File: config.mk
export PLATFORM = sky130hd
export DESIGN_NAME = cool_mapper_top
export DESIGN_NICKNAME = d
export VERILOG_FILES = /design/src/common/mapper_pkg.sv /design/src/cool_mapper_top.sv /design/src/mmc3/scanline_irq.sv /design/src/mmc3/mmc3_regs.sv /design/src/addr_map.sv /design/src/simple_regs.sv /design/src/cfg_regs.sv
export VERILOG_INCLUDE_DIRS = /design/src /design/src/common
export SDC_FILE = /design/constraint.sdc
export NUM_CORES = 1
export LEC_CHECK = 0
export ABC_AREA = 1
export BUFFER_PORTS_ARGS = -buffer_cell sky130_fd_sc_hd__buf_2
export CORE_MARGIN = 2
export CORE_UTILIZATION = 40
export CTS_BUF_LIST = sky130_fd_sc_hd__clkbuf_2
export CTS_CLUSTER_SIZE = 8
export DETAILED_ROUTE_END_ITERATION = 12
export GPL_TIMING_DRIVEN = 0
export RECOVER_POWER = 25
export REMOVE_ABC_BUFFERS = 1
export SETUP_SLACK_MARGIN = 0.1
export SYNTH_ARGS = -nofsm -noshare
export SYNTH_HDL_FRONTEND = slang
export SYNTH_SLANG_ARGS = --single-unit
export TNS_END_PERCENT = 20
File: constraint.sdc
create_clock -name m2 -period 4.55 [get_ports m2]
set_input_delay 0 -clock m2 [delete_from_list [all_inputs] [get_ports m2]]
set_output_delay 0 -clock m2 [all_outputs]
set_load 0.01 [all_outputs]
File: src/common/mapper_cfg.svh
`ifndef MAPPER_CFG_SVH
`define MAPPER_CFG_SVH

// Flash and CHR address windows
`define CPU_OUT_MSB 26
`define CPU_OUT_LSB 13
`define PPU_OUT_MSB 17
`define PPU_OUT_LSB 10

`define A12_LOW_CYCLES 3          // M2 rises A12 must stay low before a rise counts

`define CFG_PAGE 3'b101           // $5000-$5FFF

// Offsets within the config page, address bits 2-0
`define CFG_BASE_HI  3'b000       // $5xx0 base A26-A22
`define CFG_BASE_LO  3'b001       // $5xx1 base A21-A14
`define CFG_CPU_MASK 3'b010       // $5xx2
`define CFG_CHR_BANK 3'b011       // $5xx3
`define CFG_CHR_MASK 3'b100       // $5xx4
`define CFG_SRAM_PRG 3'b101       // $5xx5 SRAM page and PRG bank
`define CFG_MAPPER   3'b110       // $5xx6
`define CFG_CTRL     3'b111       // $5xx7 lockout, mirroring, enables

// MMC3 decode of {A14, A13, A0}
`define MMC3_BANK_SEL   3'b000
`define MMC3_BANK_DATA  3'b001
`define MMC3_MIRROR     3'b010
`define MMC3_IRQ_LATCH  3'b100
`define MMC3_IRQ_RELOAD 3'b101
`define MMC3_IRQ_OFF    3'b110
`define MMC3_IRQ_ON     3'b111

`define MMC3_LAST_PRG        6'b111111
`define MMC3_SECOND_LAST_PRG 6'b111110

`endif
File: src/common/mapper_pkg.sv
`default_nettype none

package mapper_pkg;

	// Mapper number as written to $5xx6
	typedef enum logic [4:0] {
		MAP_NROM  = 5'b00000,   // Also the fallback for unknown codes
		MAP_UXROM = 5'b00001,
		MAP_CNROM = 5'b00010,
		MAP_AXROM = 5'b01000,
		MAP_MMC3  = 5'b10100
	} mapper_t;

	// CIRAM A10 source
	typedef enum logic [1:0] {
		MIR_VERT   = 2'b00,     // PPU A10
		MIR_HORZ   = 2'b01,     // PPU A11
		MIR_ONE_LO = 2'b10,     // One-screen, lower page
		MIR_ONE_HI = 2'b11      // One-screen, upper page
	} mirror_t;

	typedef logic [7:0] bank_t;      // Raw bank register

	// Flash base, bits 26-14 of the flash address
	typedef logic [12:0] cpu_base_t;

	// Mask over A18-A14 on the CPU side, A17-A13 on the CHR side
	typedef logic [4:0] bank_mask_t;

endpackage

`default_nettype wire

File: src/cool_mapper_top.sv
`default_nettype none

module cool_mapper_top (
	input  logic        m2,
	input  logic        ppu_addr_in,      // Reset
	input  logic        romsel,           // Low for $8000-$FFFF
	input  logic        cpu_rw,           // Low on write
	input  logic [14:0] cpu_a,
	input  logic [7:0]  cpu_d,
	input  logic        ppu_rd,
	input  logic        ppu_wr,
	input  logic [13:0] ppu_a,
	output logic [26:13] cpu_addr_out,
	output logic        flash_we,
	output logic        flash_oe,
	output logic        sram_ce,
	output logic        sram_we,
	output logic        sram_oe,
	output logic [17:10] ppu_addr_out,
	output logic        ppu_rd_out,
	output logic        ppu_wr_out,
	output logic        ppu_ciram_a10,
	output logic        irq_n
);
	import mapper_pkg::*;

	cpu_base_t  cpu_base;
	bank_mask_t cpu_mask, chr_mask;
	logic [1:0] sram_page;
	mapper_t    mapper;
	mirror_t    mirroring;
	logic       lockout, sram_en, prg_wr_en, chr_wr_en;
	logic [1:0] mir_wr;                  // Bit 0 simple mappers, bit 1 MMC3
	mirror_t    mir_val [2];
	bank_t      chr_bank, prg_bank;
	bank_t      r0, r1, r2, r3, r4, r5, r6, r7;
	logic       prg_mode, chr_mode;
	bank_t      irq_latch;
	logic       irq_reload, irq_enable, irq_disable;

	cfg_regs u_cfg (
		.m2(m2), .ppu_addr_in(ppu_addr_in), .romsel(romsel), .cpu_rw(cpu_rw),
		.cpu_a(cpu_a), .cpu_d(cpu_d), .mir_wr(mir_wr), .mir_val(mir_val),
		.cpu_base(cpu_base), .cpu_mask(cpu_mask), .chr_mask(chr_mask),
		.sram_page(sram_page), .mapper(mapper), .mirroring(mirroring),
		.lockout(lockout), .sram_en(sram_en), .prg_wr_en(prg_wr_en),
		.chr_wr_en(chr_wr_en)
	);

	simple_regs u_simple (
		.m2(m2), .ppu_addr_in(ppu_addr_in), .romsel(romsel), .cpu_rw(cpu_rw),
		.cpu_a(cpu_a), .cpu_d(cpu_d), .mapper(mapper), .lockout(lockout),
		.chr_bank(chr_bank), .prg_bank(prg_bank),
		.mir_wr(mir_wr[0]), .mir_val(mir_val[0])
	);

	mmc3_regs u_mmc3 (
		.m2(m2), .ppu_addr_in(ppu_addr_in), .romsel(romsel), .cpu_rw(cpu_rw),
		.cpu_a(cpu_a), .cpu_d(cpu_d), .mapper(mapper),
		.r0(r0), .r1(r1), .r2(r2), .r3(r3), .r4(r4), .r5(r5), .r6(r6), .r7(r7),
		.prg_mode(prg_mode), .chr_mode(chr_mode),
		.mir_wr(mir_wr[1]), .mir_val(mir_val[1]),
		.irq_latch(irq_latch), .irq_reload(irq_reload),
		.irq_enable(irq_enable), .irq_disable(irq_disable)
	);

	scanline_irq u_irq (
		.m2(m2), .ppu_addr_in(ppu_addr_in), .a12(ppu_a[12]),
		.irq_latch(irq_latch), .irq_reload(irq_reload),
		.irq_enable(irq_enable), .irq_disable(irq_disable), .irq_n(irq_n)
	);

	addr_map u_map (
		.romsel(romsel), .cpu_rw(cpu_rw), .cpu_a(cpu_a),
		.ppu_rd(ppu_rd), .ppu_wr(ppu_wr), .ppu_a(ppu_a),
		.mapper(mapper), .cpu_base(cpu_base), .cpu_mask(cpu_mask),
		.chr_mask(chr_mask), .sram_page(sram_page), .mirroring(mirroring),
		.sram_en(sram_en), .prg_wr_en(prg_wr_en), .chr_wr_en(chr_wr_en),
		.chr_bank(chr_bank), .prg_bank(prg_bank),
		.r0(r0), .r1(r1), .r2(r2), .r3(r3), .r4(r4), .r5(r5), .r6(r6), .r7(r7),
		.prg_mode(prg_mode), .chr_mode(chr_mode),
		.cpu_addr_out(cpu_addr_out), .ppu_addr_out(ppu_addr_out),
		.ppu_ciram_a10(ppu_ciram_a10), .flash_we(flash_we), .flash_oe(flash_oe),
		.sram_ce(sram_ce), .sram_we(sram_we), .sram_oe(sram_oe),
		.ppu_rd_out(ppu_rd_out), .ppu_wr_out(ppu_wr_out)
	);

endmodule

`default_nettype wire

File: src/mmc3/scanline_irq.sv
`default_nettype none

`include "mapper_cfg.svh"

module scanline_irq (
	input  logic              m2,
	input  logic              ppu_addr_in,
	input  logic              a12,           // PPU A12, asynchronous to M2
	input  mapper_pkg::bank_t irq_latch,
	input  logic              irq_reload,
	input  logic              irq_enable,
	input  logic              irq_disable,
	output logic              irq_n
);
	import mapper_pkg::*;

	localparam int LOW_W = $clog2(`A12_LOW_CYCLES + 1);

	logic [LOW_W-1:0] low_cnt;     // Saturating run of low samples
	logic             a12_prev;
	logic             a12_rise;    // Filtered rise, one per scanline
	bank_t            counter, counter_next;
	logic             reload_pend, irq_en, irq_flag;

	assign a12_rise = a12 & ~a12_prev & (low_cnt == LOW_W'(`A12_LOW_CYCLES));

	// Reload on request or when empty, else count down
	assign counter_next = (reload_pend || counter == '0) ? irq_latch : counter - 8'd1;

	always_ff @(posedge m2 or posedge ppu_addr_in)
	begin
		if (ppu_addr_in)
		begin
			a12_prev <= 1'b0;
			low_cnt  <= '0;
		end
		else
		begin
			a12_prev <= a12;
			if (a12)
				low_cnt <= '0;
			else if (low_cnt != LOW_W'(`A12_LOW_CYCLES))
				low_cnt <= low_cnt + 1'b1;
		end
	end

	always_ff @(posedge m2 or posedge ppu_addr_in)
	begin
		if (ppu_addr_in)
		begin
			counter     <= '0;
			reload_pend <= 1'b0;
			irq_en      <= 1'b0;
			irq_flag    <= 1'b0;
		end
		else
		begin
			if (a12_rise)
			begin
				counter <= counter_next;
				if (counter_next == '0 && irq_en)
					irq_flag <= 1'b1;          // Line drops at this same edge
			end
			if (irq_reload)
				reload_pend <= 1'b1;           // New request beats the clear
			else if (a12_rise)
				reload_pend <= 1'b0;
			if (irq_disable)
			begin
				irq_en   <= 1'b0;
				irq_flag <= 1'b0;              // Also acknowledges
			end
			else if (irq_enable)
				irq_en <= 1'b1;
		end
	end

	assign irq_n = ~irq_flag;

endmodule

`default_nettype wire

File: src/mmc3/mmc3_regs.sv
`default_nettype none

`include "mapper_cfg.svh"

module mmc3_regs (
	input  logic                m2,
	input  logic                ppu_addr_in,
	input  logic                romsel,
	input  logic                cpu_rw,
	input  logic [14:0]         cpu_a,
	input  logic [7:0]          cpu_d,
	input  mapper_pkg::mapper_t mapper,
	output mapper_pkg::bank_t   r0, r1, r2, r3, r4, r5, r6, r7,
	output logic                prg_mode,
	output logic                chr_mode,
	output logic                mir_wr,
	output mapper_pkg::mirror_t mir_val,
	output mapper_pkg::bank_t   irq_latch,
	output logic                irq_reload,
	output logic                irq_enable,
	output logic                irq_disable
);
	import mapper_pkg::*;

	logic       wr;
	logic [2:0] sel;
	logic [2:0] bank_sel;      // Target of the next $8001 write

	assign wr  = ~cpu_rw & ~romsel & (mapper == MAP_MMC3);
	assign sel = {cpu_a[14:13], cpu_a[0]};

	// Strobes go out in the write cycle itself
	assign mir_wr      = wr & (sel == `MMC3_MIRROR);
	assign mir_val     = cpu_d[0] ? MIR_HORZ : MIR_VERT;
	assign irq_reload  = wr & (sel == `MMC3_IRQ_RELOAD);
	assign irq_disable = wr & (sel == `MMC3_IRQ_OFF);
	assign irq_enable  = wr & (sel == `MMC3_IRQ_ON);

	always_ff @(posedge m2 or posedge ppu_addr_in)
	begin
		if (ppu_addr_in)
		begin
			bank_sel  <= '0;
			prg_mode  <= 1'b0;
			chr_mode  <= 1'b0;
			irq_latch <= '0;
			{r0, r1, r2, r3} <= '0;
			{r4, r5, r6, r7} <= '0;
		end
		else if (wr && sel == `MMC3_BANK_SEL)
		begin
			chr_mode <= cpu_d[7];      // CHR A12 inversion
			prg_mode <= cpu_d[6];      // Swap $8000 and $C000
			bank_sel <= cpu_d[2:0];
		end
		else if (wr && sel == `MMC3_BANK_DATA)
		begin
			case (bank_sel)
				3'd0:    r0 <= cpu_d;  // 2 KB CHR
				3'd1:    r1 <= cpu_d;
				3'd2:    r2 <= cpu_d;  // 1 KB CHR
				3'd3:    r3 <= cpu_d;
				3'd4:    r4 <= cpu_d;
				3'd5:    r5 <= cpu_d;
				3'd6:    r6 <= cpu_d;  // 8 KB PRG
				default: r7 <= cpu_d;
			endcase
		end
		else if (wr && sel == `MMC3_IRQ_LATCH)
			irq_latch <= cpu_d;
	end

endmodule

`default_nettype wire

File: src/addr_map.sv
`default_nettype none

`include "mapper_cfg.svh"

module addr_map (
	input  logic                   romsel,
	input  logic                   cpu_rw,
	input  logic [14:0]            cpu_a,
	input  logic                   ppu_rd,
	input  logic                   ppu_wr,
	input  logic [13:0]            ppu_a,
	input  mapper_pkg::mapper_t    mapper,
	input  mapper_pkg::cpu_base_t  cpu_base,
	input  mapper_pkg::bank_mask_t cpu_mask,
	input  mapper_pkg::bank_mask_t chr_mask,
	input  logic [1:0]             sram_page,
	input  mapper_pkg::mirror_t    mirroring,
	input  logic                   sram_en,
	input  logic                   prg_wr_en,
	input  logic                   chr_wr_en,
	input  mapper_pkg::bank_t      chr_bank,
	input  mapper_pkg::bank_t      prg_bank,
	input  mapper_pkg::bank_t      r0, r1, r2, r3, r4, r5, r6, r7,
	input  logic                   prg_mode,
	input  logic                   chr_mode,
	output logic [`CPU_OUT_MSB:`CPU_OUT_LSB] cpu_addr_out,
	output logic [`PPU_OUT_MSB:`PPU_OUT_LSB] ppu_addr_out,
	output logic                   ppu_ciram_a10,
	output logic                   flash_we,
	output logic                   flash_oe,
	output logic                   sram_ce,
	output logic                   sram_we,
	output logic                   sram_oe,
	output logic                   ppu_rd_out,
	output logic                   ppu_wr_out
);
	import mapper_pkg::*;

	logic [18:13] prg_map;       // 8 KB PRG bank before base and mask
	logic [17:10] chr_map;       // 1 KB CHR bank before mask

	always_comb
	begin
		case (mapper)
			MAP_AXROM: prg_map = {prg_bank[3:0], cpu_a[14:13]};     // 32 KB switchable
			MAP_MMC3:
			begin
				case ({cpu_a[14:13], prg_mode})
					3'b000, 3'b101: prg_map = r6[5:0];               // R6 swaps with the fixed bank
					3'b001, 3'b100: prg_map = `MMC3_SECOND_LAST_PRG;
					3'b010, 3'b011: prg_map = r7[5:0];               // $A000 always R7
					default:        prg_map = `MMC3_LAST_PRG;        // $E000 fixed
				endcase
			end
			default: prg_map = {cpu_a[14] ? 5'b11111 : prg_bank[4:0], cpu_a[13]}; // Upper 16 KB fixed
		endcase
	end

	always_comb
	begin
		if (mapper != MAP_MMC3)
			chr_map = {chr_bank[4:0], ppu_a[12:10]};                 // 8 KB bank
		else if (ppu_a[12] == chr_mode)
			chr_map = {ppu_a[11] ? r1[7:1] : r0[7:1], ppu_a[10]};    // 2 KB half
		else
		begin
			case (ppu_a[11:10])
				2'b00:   chr_map = r2;
				2'b01:   chr_map = r3;
				2'b10:   chr_map = r4;
				default: chr_map = r5;
			endcase
		end
	end

	always_comb
	begin
		case (mirroring)
			MIR_VERT:   ppu_ciram_a10 = ppu_a[10];
			MIR_HORZ:   ppu_ciram_a10 = ppu_a[11];
			MIR_ONE_LO: ppu_ciram_a10 = 1'b0;
			default:    ppu_ciram_a10 = 1'b1;
		endcase
	end

	// Flash window for ROM, SRAM page otherwise
	assign cpu_addr_out = ~romsel ?
		{cpu_base | {8'b0, prg_map[18:14] & ~cpu_mask}, prg_map[13]} :
		{12'b0, sram_page};
	assign ppu_addr_out = {chr_map[17:13] & ~chr_mask, chr_map[12:10]};

	assign flash_we   = cpu_rw | romsel | ~prg_wr_en;
	assign flash_oe   = ~cpu_rw | romsel;
	assign sram_ce    = ~(cpu_a[14] & cpu_a[13] & romsel & sram_en);  // $6000-$7FFF
	assign sram_we    = cpu_rw;
	assign sram_oe    = ~cpu_rw;
	assign ppu_rd_out = ppu_rd | ppu_a[13];                           // A13 high is CIRAM
	assign ppu_wr_out = ppu_wr | ppu_a[13] | ~chr_wr_en;              // CHR ROM stays read-only

endmodule

`default_nettype wire

File: src/simple_regs.sv
`default_nettype none

`include "mapper_cfg.svh"

module simple_regs (
	input  logic                m2,
	input  logic                ppu_addr_in,
	input  logic                romsel,
	input  logic                cpu_rw,
	input  logic [14:0]         cpu_a,
	input  logic [7:0]          cpu_d,
	input  mapper_pkg::mapper_t mapper,
	input  logic                lockout,
	output mapper_pkg::bank_t   chr_bank,
	output mapper_pkg::bank_t   prg_bank,
	output logic                mir_wr,
	output mapper_pkg::mirror_t mir_val
);
	import mapper_pkg::*;

	logic cfg_wr, rom_wr;

	assign cfg_wr = ~cpu_rw & romsel & (cpu_a[14:12] == `CFG_PAGE) & ~lockout;
	assign rom_wr = ~cpu_rw & ~romsel;                  // $8000-$FFFF

	// AxROM picks the one-screen page with D4
	assign mir_wr  = rom_wr & (mapper == MAP_AXROM);
	assign mir_val = cpu_d[4] ? MIR_ONE_HI : MIR_ONE_LO;

	always_ff @(posedge m2 or posedge ppu_addr_in)
	begin
		if (ppu_addr_in)
		begin
			chr_bank <= '0;
			prg_bank <= '0;
		end
		else if (cfg_wr && cpu_a[2:0] == `CFG_CHR_BANK)
			chr_bank <= cpu_d;                          // Direct CHR bank for NROM
		else if (cfg_wr && cpu_a[2:0] == `CFG_SRAM_PRG)
			prg_bank <= {2'b00, cpu_d[7:2]};            // Low bits are the SRAM page
		else if (rom_wr)
		begin
			case (mapper)
				MAP_UXROM: prg_bank <= cpu_d;
				MAP_CNROM: chr_bank <= cpu_d;
				MAP_AXROM: prg_bank <= {3'b000, cpu_d[4:0]};
				default: ;                              // NROM has no bank latch
			endcase
		end
	end

endmodule

`default_nettype wire

File: src/cfg_regs.sv
`default_nettype none

`include "mapper_cfg.svh"

module cfg_regs (
	input  logic                   m2,
	input  logic                   ppu_addr_in,
	input  logic                   romsel,
	input  logic                   cpu_rw,
	input  logic [14:0]            cpu_a,
	input  logic [7:0]             cpu_d,
	input  logic [1:0]             mir_wr,       // One strobe per mapper block
	input  mapper_pkg::mirror_t    mir_val [2],
	output mapper_pkg::cpu_base_t  cpu_base,
	output mapper_pkg::bank_mask_t cpu_mask,
	output mapper_pkg::bank_mask_t chr_mask,
	output logic [1:0]             sram_page,
	output mapper_pkg::mapper_t    mapper,
	output mapper_pkg::mirror_t    mirroring,
	output logic                   lockout,
	output logic                   sram_en,
	output logic                   prg_wr_en,
	output logic                   chr_wr_en
);
	import mapper_pkg::*;

	logic cfg_wr;

	// Write into $5000-$5FFF, ignored once locked
	assign cfg_wr = ~cpu_rw & romsel & (cpu_a[14:12] == `CFG_PAGE) & ~lockout;

	always_ff @(posedge m2 or posedge ppu_addr_in)
	begin
		if (ppu_addr_in)
		begin
			cpu_base  <= '0;
			cpu_mask  <= '0;
			chr_mask  <= '0;
			sram_page <= '0;
			mapper    <= MAP_NROM;
			mirroring <= MIR_VERT;
			lockout   <= 1'b0;
			sram_en   <= 1'b0;
			prg_wr_en <= 1'b0;
			chr_wr_en <= 1'b0;
		end
		else
		begin
			if (cfg_wr)
			begin
				case (cpu_a[2:0])
					`CFG_BASE_HI:  cpu_base[12:8] <= cpu_d[4:0];    // A26-A22
					`CFG_BASE_LO:  cpu_base[7:0]  <= cpu_d;         // A21-A14
					`CFG_CPU_MASK: cpu_mask       <= cpu_d[4:0];
					`CFG_CHR_MASK: chr_mask       <= cpu_d[4:0];
					`CFG_SRAM_PRG: sram_page      <= cpu_d[1:0];    // PRG bits go to simple_regs
					`CFG_MAPPER:   mapper         <= mapper_t'(cpu_d[4:0]);
					`CFG_CTRL:
					begin
						lockout   <= cpu_d[7];                      // Sticky until reset
						mirroring <= mirror_t'(cpu_d[4:3]);
						prg_wr_en <= cpu_d[2];
						chr_wr_en <= cpu_d[1];
						sram_en   <= cpu_d[0];
					end
					default: ;                                      // $5xx3 handled elsewhere
				endcase
			end
			if (mir_wr[1])
				mirroring <= mir_val[1];                            // MMC3 $A000
			else if (mir_wr[0])
				mirroring <= mir_val[0];                            // AxROM page select
		end
	end

endmodule

`default_nettype wire

* Word level (Yosys, flattened, before mapping) *
Cells that the tools add are included.

operators by class
  add/sub/neg operators = 2
  mux-type cells = 32
  eq/ne operators = 38
  bitwise logic cells = 38
  reductions and logical operators = 50

operators with widths
  cell                   count
  $eq A3 B3 Y1 const B   14
  $mux W5                7
  $reduce_and A3 Y1      11
  $mux W8                3
  $pmux W8 S3            1
  $eq A3 B2 Y1 const B   7
  $pmux W6 S3            1
  $reduce_and A2 Y1      9
  $logic_not A8 Y1       2
  $reduce_bool A2 Y1     8
  $and A1 B1 Y1          15
  $mux W14               1
  $or A13 B5 Y13         1
  $eq A3 B1 Y1 const B   4
  $logic_not A3 Y1       4
  $mux W2                6
  $not A1 Y1             12
  $pmux W6 S2            1
  $and A5 B5 Y5          2
  $not A5 Y5             2
  $pmux W5 S2            1
  $mux W1                9
  $reduce_bool A3 Y1     3
  $sub A8 B1 Y8 const B  1
  19 further kinds       35

word-level totals
  register bits after elaboration = 133
  bits of input ports = 43
  output and inout bits = 31

* Logic depth before layout (Yosys ltp) *
  word-level depth = 8
  mapped depth = 12
  gate-level depth less buffers = 11

* Cells and area by module *
From an unflattened synthesis, not the netlist that was laid out.

unflattened totals
  cells, all modules = 1,037
  area total of the unflattened synthesis = 7,782.5 um2

by module, submodules not included
  module        cells each  sequential area each (um2)  instances  area each (um2)
  mmc3_regs     384         1,926.8                     1          3,309.4
  cfg_regs      166         900.9                       1          1,556.5
  addr_map      236         0.0                         1          1,076.0
  simple_regs   125         400.4                       1          954.7
  scanline_irq  126         350.3                       1          885.8

* Worst setup path after synthesis *
No wires, ideal clock.

  path type = flip-flop to flip-flop
  start point = register u_cfg.mapper[1]
  end point = register u_mmc3.r2[1]
  data arrival time = 1,554 ps
  cell stages (with the launch flop) = 10
  buffers on the path = 1
  path slack = 2,866 ps
  data required time = 4,420 ps
  path through = dfrtp_1 nor2_4 nand4_4 nor2_8 nand3_4 nor2_8 nand3_4 buf_6 nand2_1 o21ai_2

between the ends
  word-level cells in the longest chain between the ends = 5
  elaborated cells between the ends (all ways) = 6

RTL lines
  what                                    RTL line         RTL
  from (decl)                             cfg_regs.sv:18   output mapper_pkg::mapper_t mapper,
  from (signal assigned)                  cfg_regs.sv:57   `CFG_MAPPER: mapper <= mapper_t'(cpu_d[4:0]);
  $eq A5 B5 Y1 (*)                        mmc3_regs.sv:29  assign wr = ~cpu_rw & ~romsel & (mapper == MAP_MMC3);
  $and A1 B1 Y1 (*)                       mmc3_regs.sv:29
  $logic_and A1 B1 Y1 (no source line)    --
  $not A1 Y1 (no source line)             --
  $reduce_and A3 Y1 (no source line) (*)  --
  to (signal assigned)                    mmc3_regs.sv:61  3'd2: r2 <= cpu_d;
  to (decl)                               mmc3_regs.sv:13  output mapper_pkg::bank_t r0, r1, r2, r3, r4, r5, r6, r7,

Every way passes the cells marked *; elsewhere a longest branch is shown, timed or not.
A chain may end at the register's enable or synchronous reset.

* Worst setup path after layout *
  start point = register u_cfg.mapper[1]
  end point = register u_cfg.mirroring[0]

between the ends
  word-level cells in the longest chain between the ends = 5
  elaborated cells between the ends (all ways) = 10

RTL lines
  what                                 RTL line         RTL
  $eq A5 B5 Y1                         mmc3_regs.sv:29
  $and A1 B1 Y1                        mmc3_regs.sv:29
  $and A1 B1 Y1                        mmc3_regs.sv:33  assign mir_wr = wr & (sel == `MMC3_MIRROR);
  $reduce_bool A3 Y1 (no source line)  --
  $reduce_and A2 Y1 (no source line)   --
  to (signal assigned)                 cfg_regs.sv:61   mirroring <= mirror_t'(cpu_d[4:3]);
  to (signal assigned)                 cfg_regs.sv:70   mirroring <= mir_val[1];
  to (signal assigned)                 cfg_regs.sv:72   mirroring <= mir_val[0];
  to (decl)                            cfg_regs.sv:19   output mapper_pkg::mirror_t mirroring,

Parallel ways exist; a longest one is shown, timed or not.

==> metrics.txt <==
status=complete, but fails checks; violated checks=capacitance limit, slew limit; Peak VDD IR=0.1925 mV; Final Hold Fails=0; fraction of layout cells with a size suffix above 1=15.76%; startpoint type of the worst setup path=register; EDFF count, synth=0; Pint=1783 uW; final wirelength=16.77 mm; clk sinks=131; Slew HR=-102.4%; CP Capture Type=register; Synth top area share=50.32%; syn avg cell area=8.483 um^2; Tmin final=~3.4 ns; GP Congestion=between 0.7 and 0.8; CP Max Fanout=18; Cells after Synth=768; WL/cell=15.52 um; Routed Antenna Nets=0; routed vias=5408; Tcrit/Tclk final=between 70% and 80%; Via density=about 5; GRT overflow=0; CTS Buf Count=17; number of global-route vias before repair=between 5000 and 6000; pwr/cell area=363.6 nW/um^2; Nets=899; die width=131.6 um; top cells by area, synth=dfrtp_1 50%, nand2_1 13%, o21ai_0 6.0%; Worst-Skew Late Latency=0.70 ns; final core occ=between 40% and 50%; Reg power frac=49.7%; die height=131.6 um; Slew Viols, Final=75; dominant cell type by area after synthesis=dfrtp_1; WS Path Type=register to register; htree depth=4; setup repair bufs after CTS=0; Worst Skew=0.01978 ns; post-placement setup slack=2.256 ns; DIE AREA=17320 um^2; antenna violations before repair=1; max-cap violation count=1; power share of the clock group=about a quarter; Area growth, synth to finish=14.88%; Synth Cell Area=between 6000 and 7000 um^2; # DRC=0; WHS=roughly 0.15 ns; RSZ-0062 raised after global routing=no; ys flop type=dfrtp_1; Worst-Margin Slew=3.032 ns; net switching power=~940 uW; Final Total Pwr=roughly 2700 uW; largest net degree at the start of global routing=76; first-pass GRT wire length=approximately 28 mm; LEAKAGE=roughly 0.0035 uW; sequential share of the synthesized area=about 50%; required time worst endpoint=5.14 ns; row count=46; DP HPWL=roughly 11 mm; TritonCTS clock tree=done; CP arrival=3.96 ns; IO Count=74; Hold WC Path Type=input pin to register; Cell variety after synth=41; CTS Buffer Depth=2; Post-CTS Resized=0; Logic pwr share=25.2%; Synth async-reset ratio=between 90% and 100%; DRT iter0 DRCs=408; CTS root buf=clkbuf_2; Sw Share=34.48%; Total GRT Usage=20.22%; setup violators final=0; Initial Utilization=around two fifths; post-route setup slack=1.179 ns; register bit total from synthesis=131; IO buf count=54; First-pass DRT Iterations=5; Syn. warnings=0; Fmax=296.6 MHz; clk slew on worst S/H paths=0.19 ns; core area=15890 um^2
critical path, cell delays in order (launching register included):
cell,delay [ns]
dfrtp_1,0.48
nor2_4,0.16
nand4_4,0.33
nor2_8,0.25
nand4_1,0.15
dlygate4sd3_1,0.64
nand4_1,0.08
dlygate4sd3_1,0.56
nand2_1,0.05
dlygate4sd3_1,0.55
power by group through the flow:
| stage | Combinational, uW | Sequential [uW] | Clock, uW |
|---|---|---|---|
| 2_1_floorplan | 447 | 1350 | 0 |
| 3_3_place_gp | 619 | 1370 | 0 |
| 3_5_place_dp | 632 | 1370 | 0 |
| 4_1_cts | 690 | 1350 | 692 |
| 5_1_grt | 787 | 1370 | 748 |
| 6_report | 686 | 1350 | 682 |
layout by cell type, fill, tap and decap left out, types with 4 or more instances in the layout:
master and count:
nand3_4 7, clkbuf_2 18, clkinv_2 5, a211oi_1 4, o21ai_0 78, buf_2 49
o21ai_1 39, inv_1 68, nand4_1 7, a21oi_1 13, clkbuf_1 5, a31oi_1 10
nor2_1 55, o211ai_1 10, o21bai_1 8, o21ai_2 33, dlygate4sd3_1 37, dfrtp_1 131
nand2_1 224, a221oi_1 4, nand3_1 19
sequential cells by signal, summed over array words and instances, names as in the netlist, 2 cells and up:
name / count
u_mmc3.irq_latch: 8
u_mmc3.bank_sel: 3
u_mmc3.r7: 6
u_mmc3.r3: 8
u_mmc3.r2: 8
u_mmc3.r5: 8
u_mmc3.r4: 8
u_irq.low_cnt: 2
u_cfg.mapper: 5
u_cfg.cpu_base: 13
u_cfg.cpu_mask: 5
u_cfg.mirroring: 2
u_simple.prg_bank: 5
u_mmc3.r6: 6
u_simple.chr_bank: 5
u_irq.counter: 8
u_mmc3.r1: 7
u_mmc3.r0: 7
u_cfg.chr_mask: 5
u_cfg.sram_page: 2
final timing paths:
path                                        startpoint                             end  slack (ns)  depth (start not counted)
max                        u_cfg.mapper[1]$_DFFE_PP0P_  u_cfg.mirroring[0]$_DFFE_PP0P_        1.18                          9
min                                             romsel  u_cfg.mirroring[1]$_DFFE_PP0P_        0.15                          5
max reg2reg                u_cfg.mapper[1]$_DFFE_PP0P_  u_cfg.mirroring[0]$_DFFE_PP0P_        1.18                          9
min reg2reg                   u_mmc3.r7[2]$_DFFE_PP0P_        u_mmc3.r7[2]$_DFFE_PP0P_        0.50                          2
max in group asynchronous                  ppu_addr_in   u_cfg.chr_mask[4]$_DFFE_PP0P_        1.35                          4
min in group asynchronous                  ppu_addr_in        u_mmc3.r0[7]$_DFFE_PP0P_        1.50                          4
layer usage:
layer / GRT usage [%] / vias to the layer above / part of all wire [%]
met2: 31.24 / 139 / 46
met5: 0 / - / 0
met1: 28.53 / 2543 / 48
met3: 4.282 / 22 / 4.6
met4: 6.220 / 0 / 1.6
li1: - / 2704 / -
area by class of cell:
class                   count  area (um^2)
fillers                  1609         8401
flip-flops and latches    131         3278
multi-input cells         537         2785
repair buffers             92        661.9
inverters                  74        280.3
well taps                 216        270.3
clock inverters            11        116.4
clock buffers              18        90.09
diodes                      1        2.502
through the flow:
step	area [um^2]	std cells	TNS, ns
4_1_cts	7493	1079	0
5_1_grt	7485	1080	0
2_1_floorplan	6344	742	0
3_5_place_dp	6917	1013	0
3_3_place_gp	6884	1012	-87.48
6_report	7485	1080	0
synth_stat cells (2+ instances only):
library cell and n:
nor3_1 2, nand2_1 224, clkinv_1 2, a21oi_1 13, inv_2 3, o21ai_0 78, nor2_8 3, o211ai_1 10
buf_6 9, a211oi_1 4, nand3_4 7, ha_1 3, a31oi_1 10, nand3_2 2, inv_1 68, o21ai_2 33
nor2_1 55, dfrtp_1 131, o22ai_1 2, nand4_1 7, nor2_4 2, or2_2 2, clkbuf_1 13, a221oi_1 4
o21ai_1 39, o21bai_1 8, buf_2 2, nand3_1 19
timing repair:
action,in CTS,in global routing
hold buffers,37,0
endpoints found under the hold margin,225,0
setup endpoints to repair,0,0
cell families after synthesis:
kind of cell	Yosys count	synth area share, %
and+or+nand+nor	328	22.89
DFF	131	50.32
adders and majority gates	3	0.5762
buffers and inverters	100	6.933
xor gates and xnor gates	2	0.2689
AOI/OAI and AO/OA	204	19.01
(Power assumes the default switching activity.)
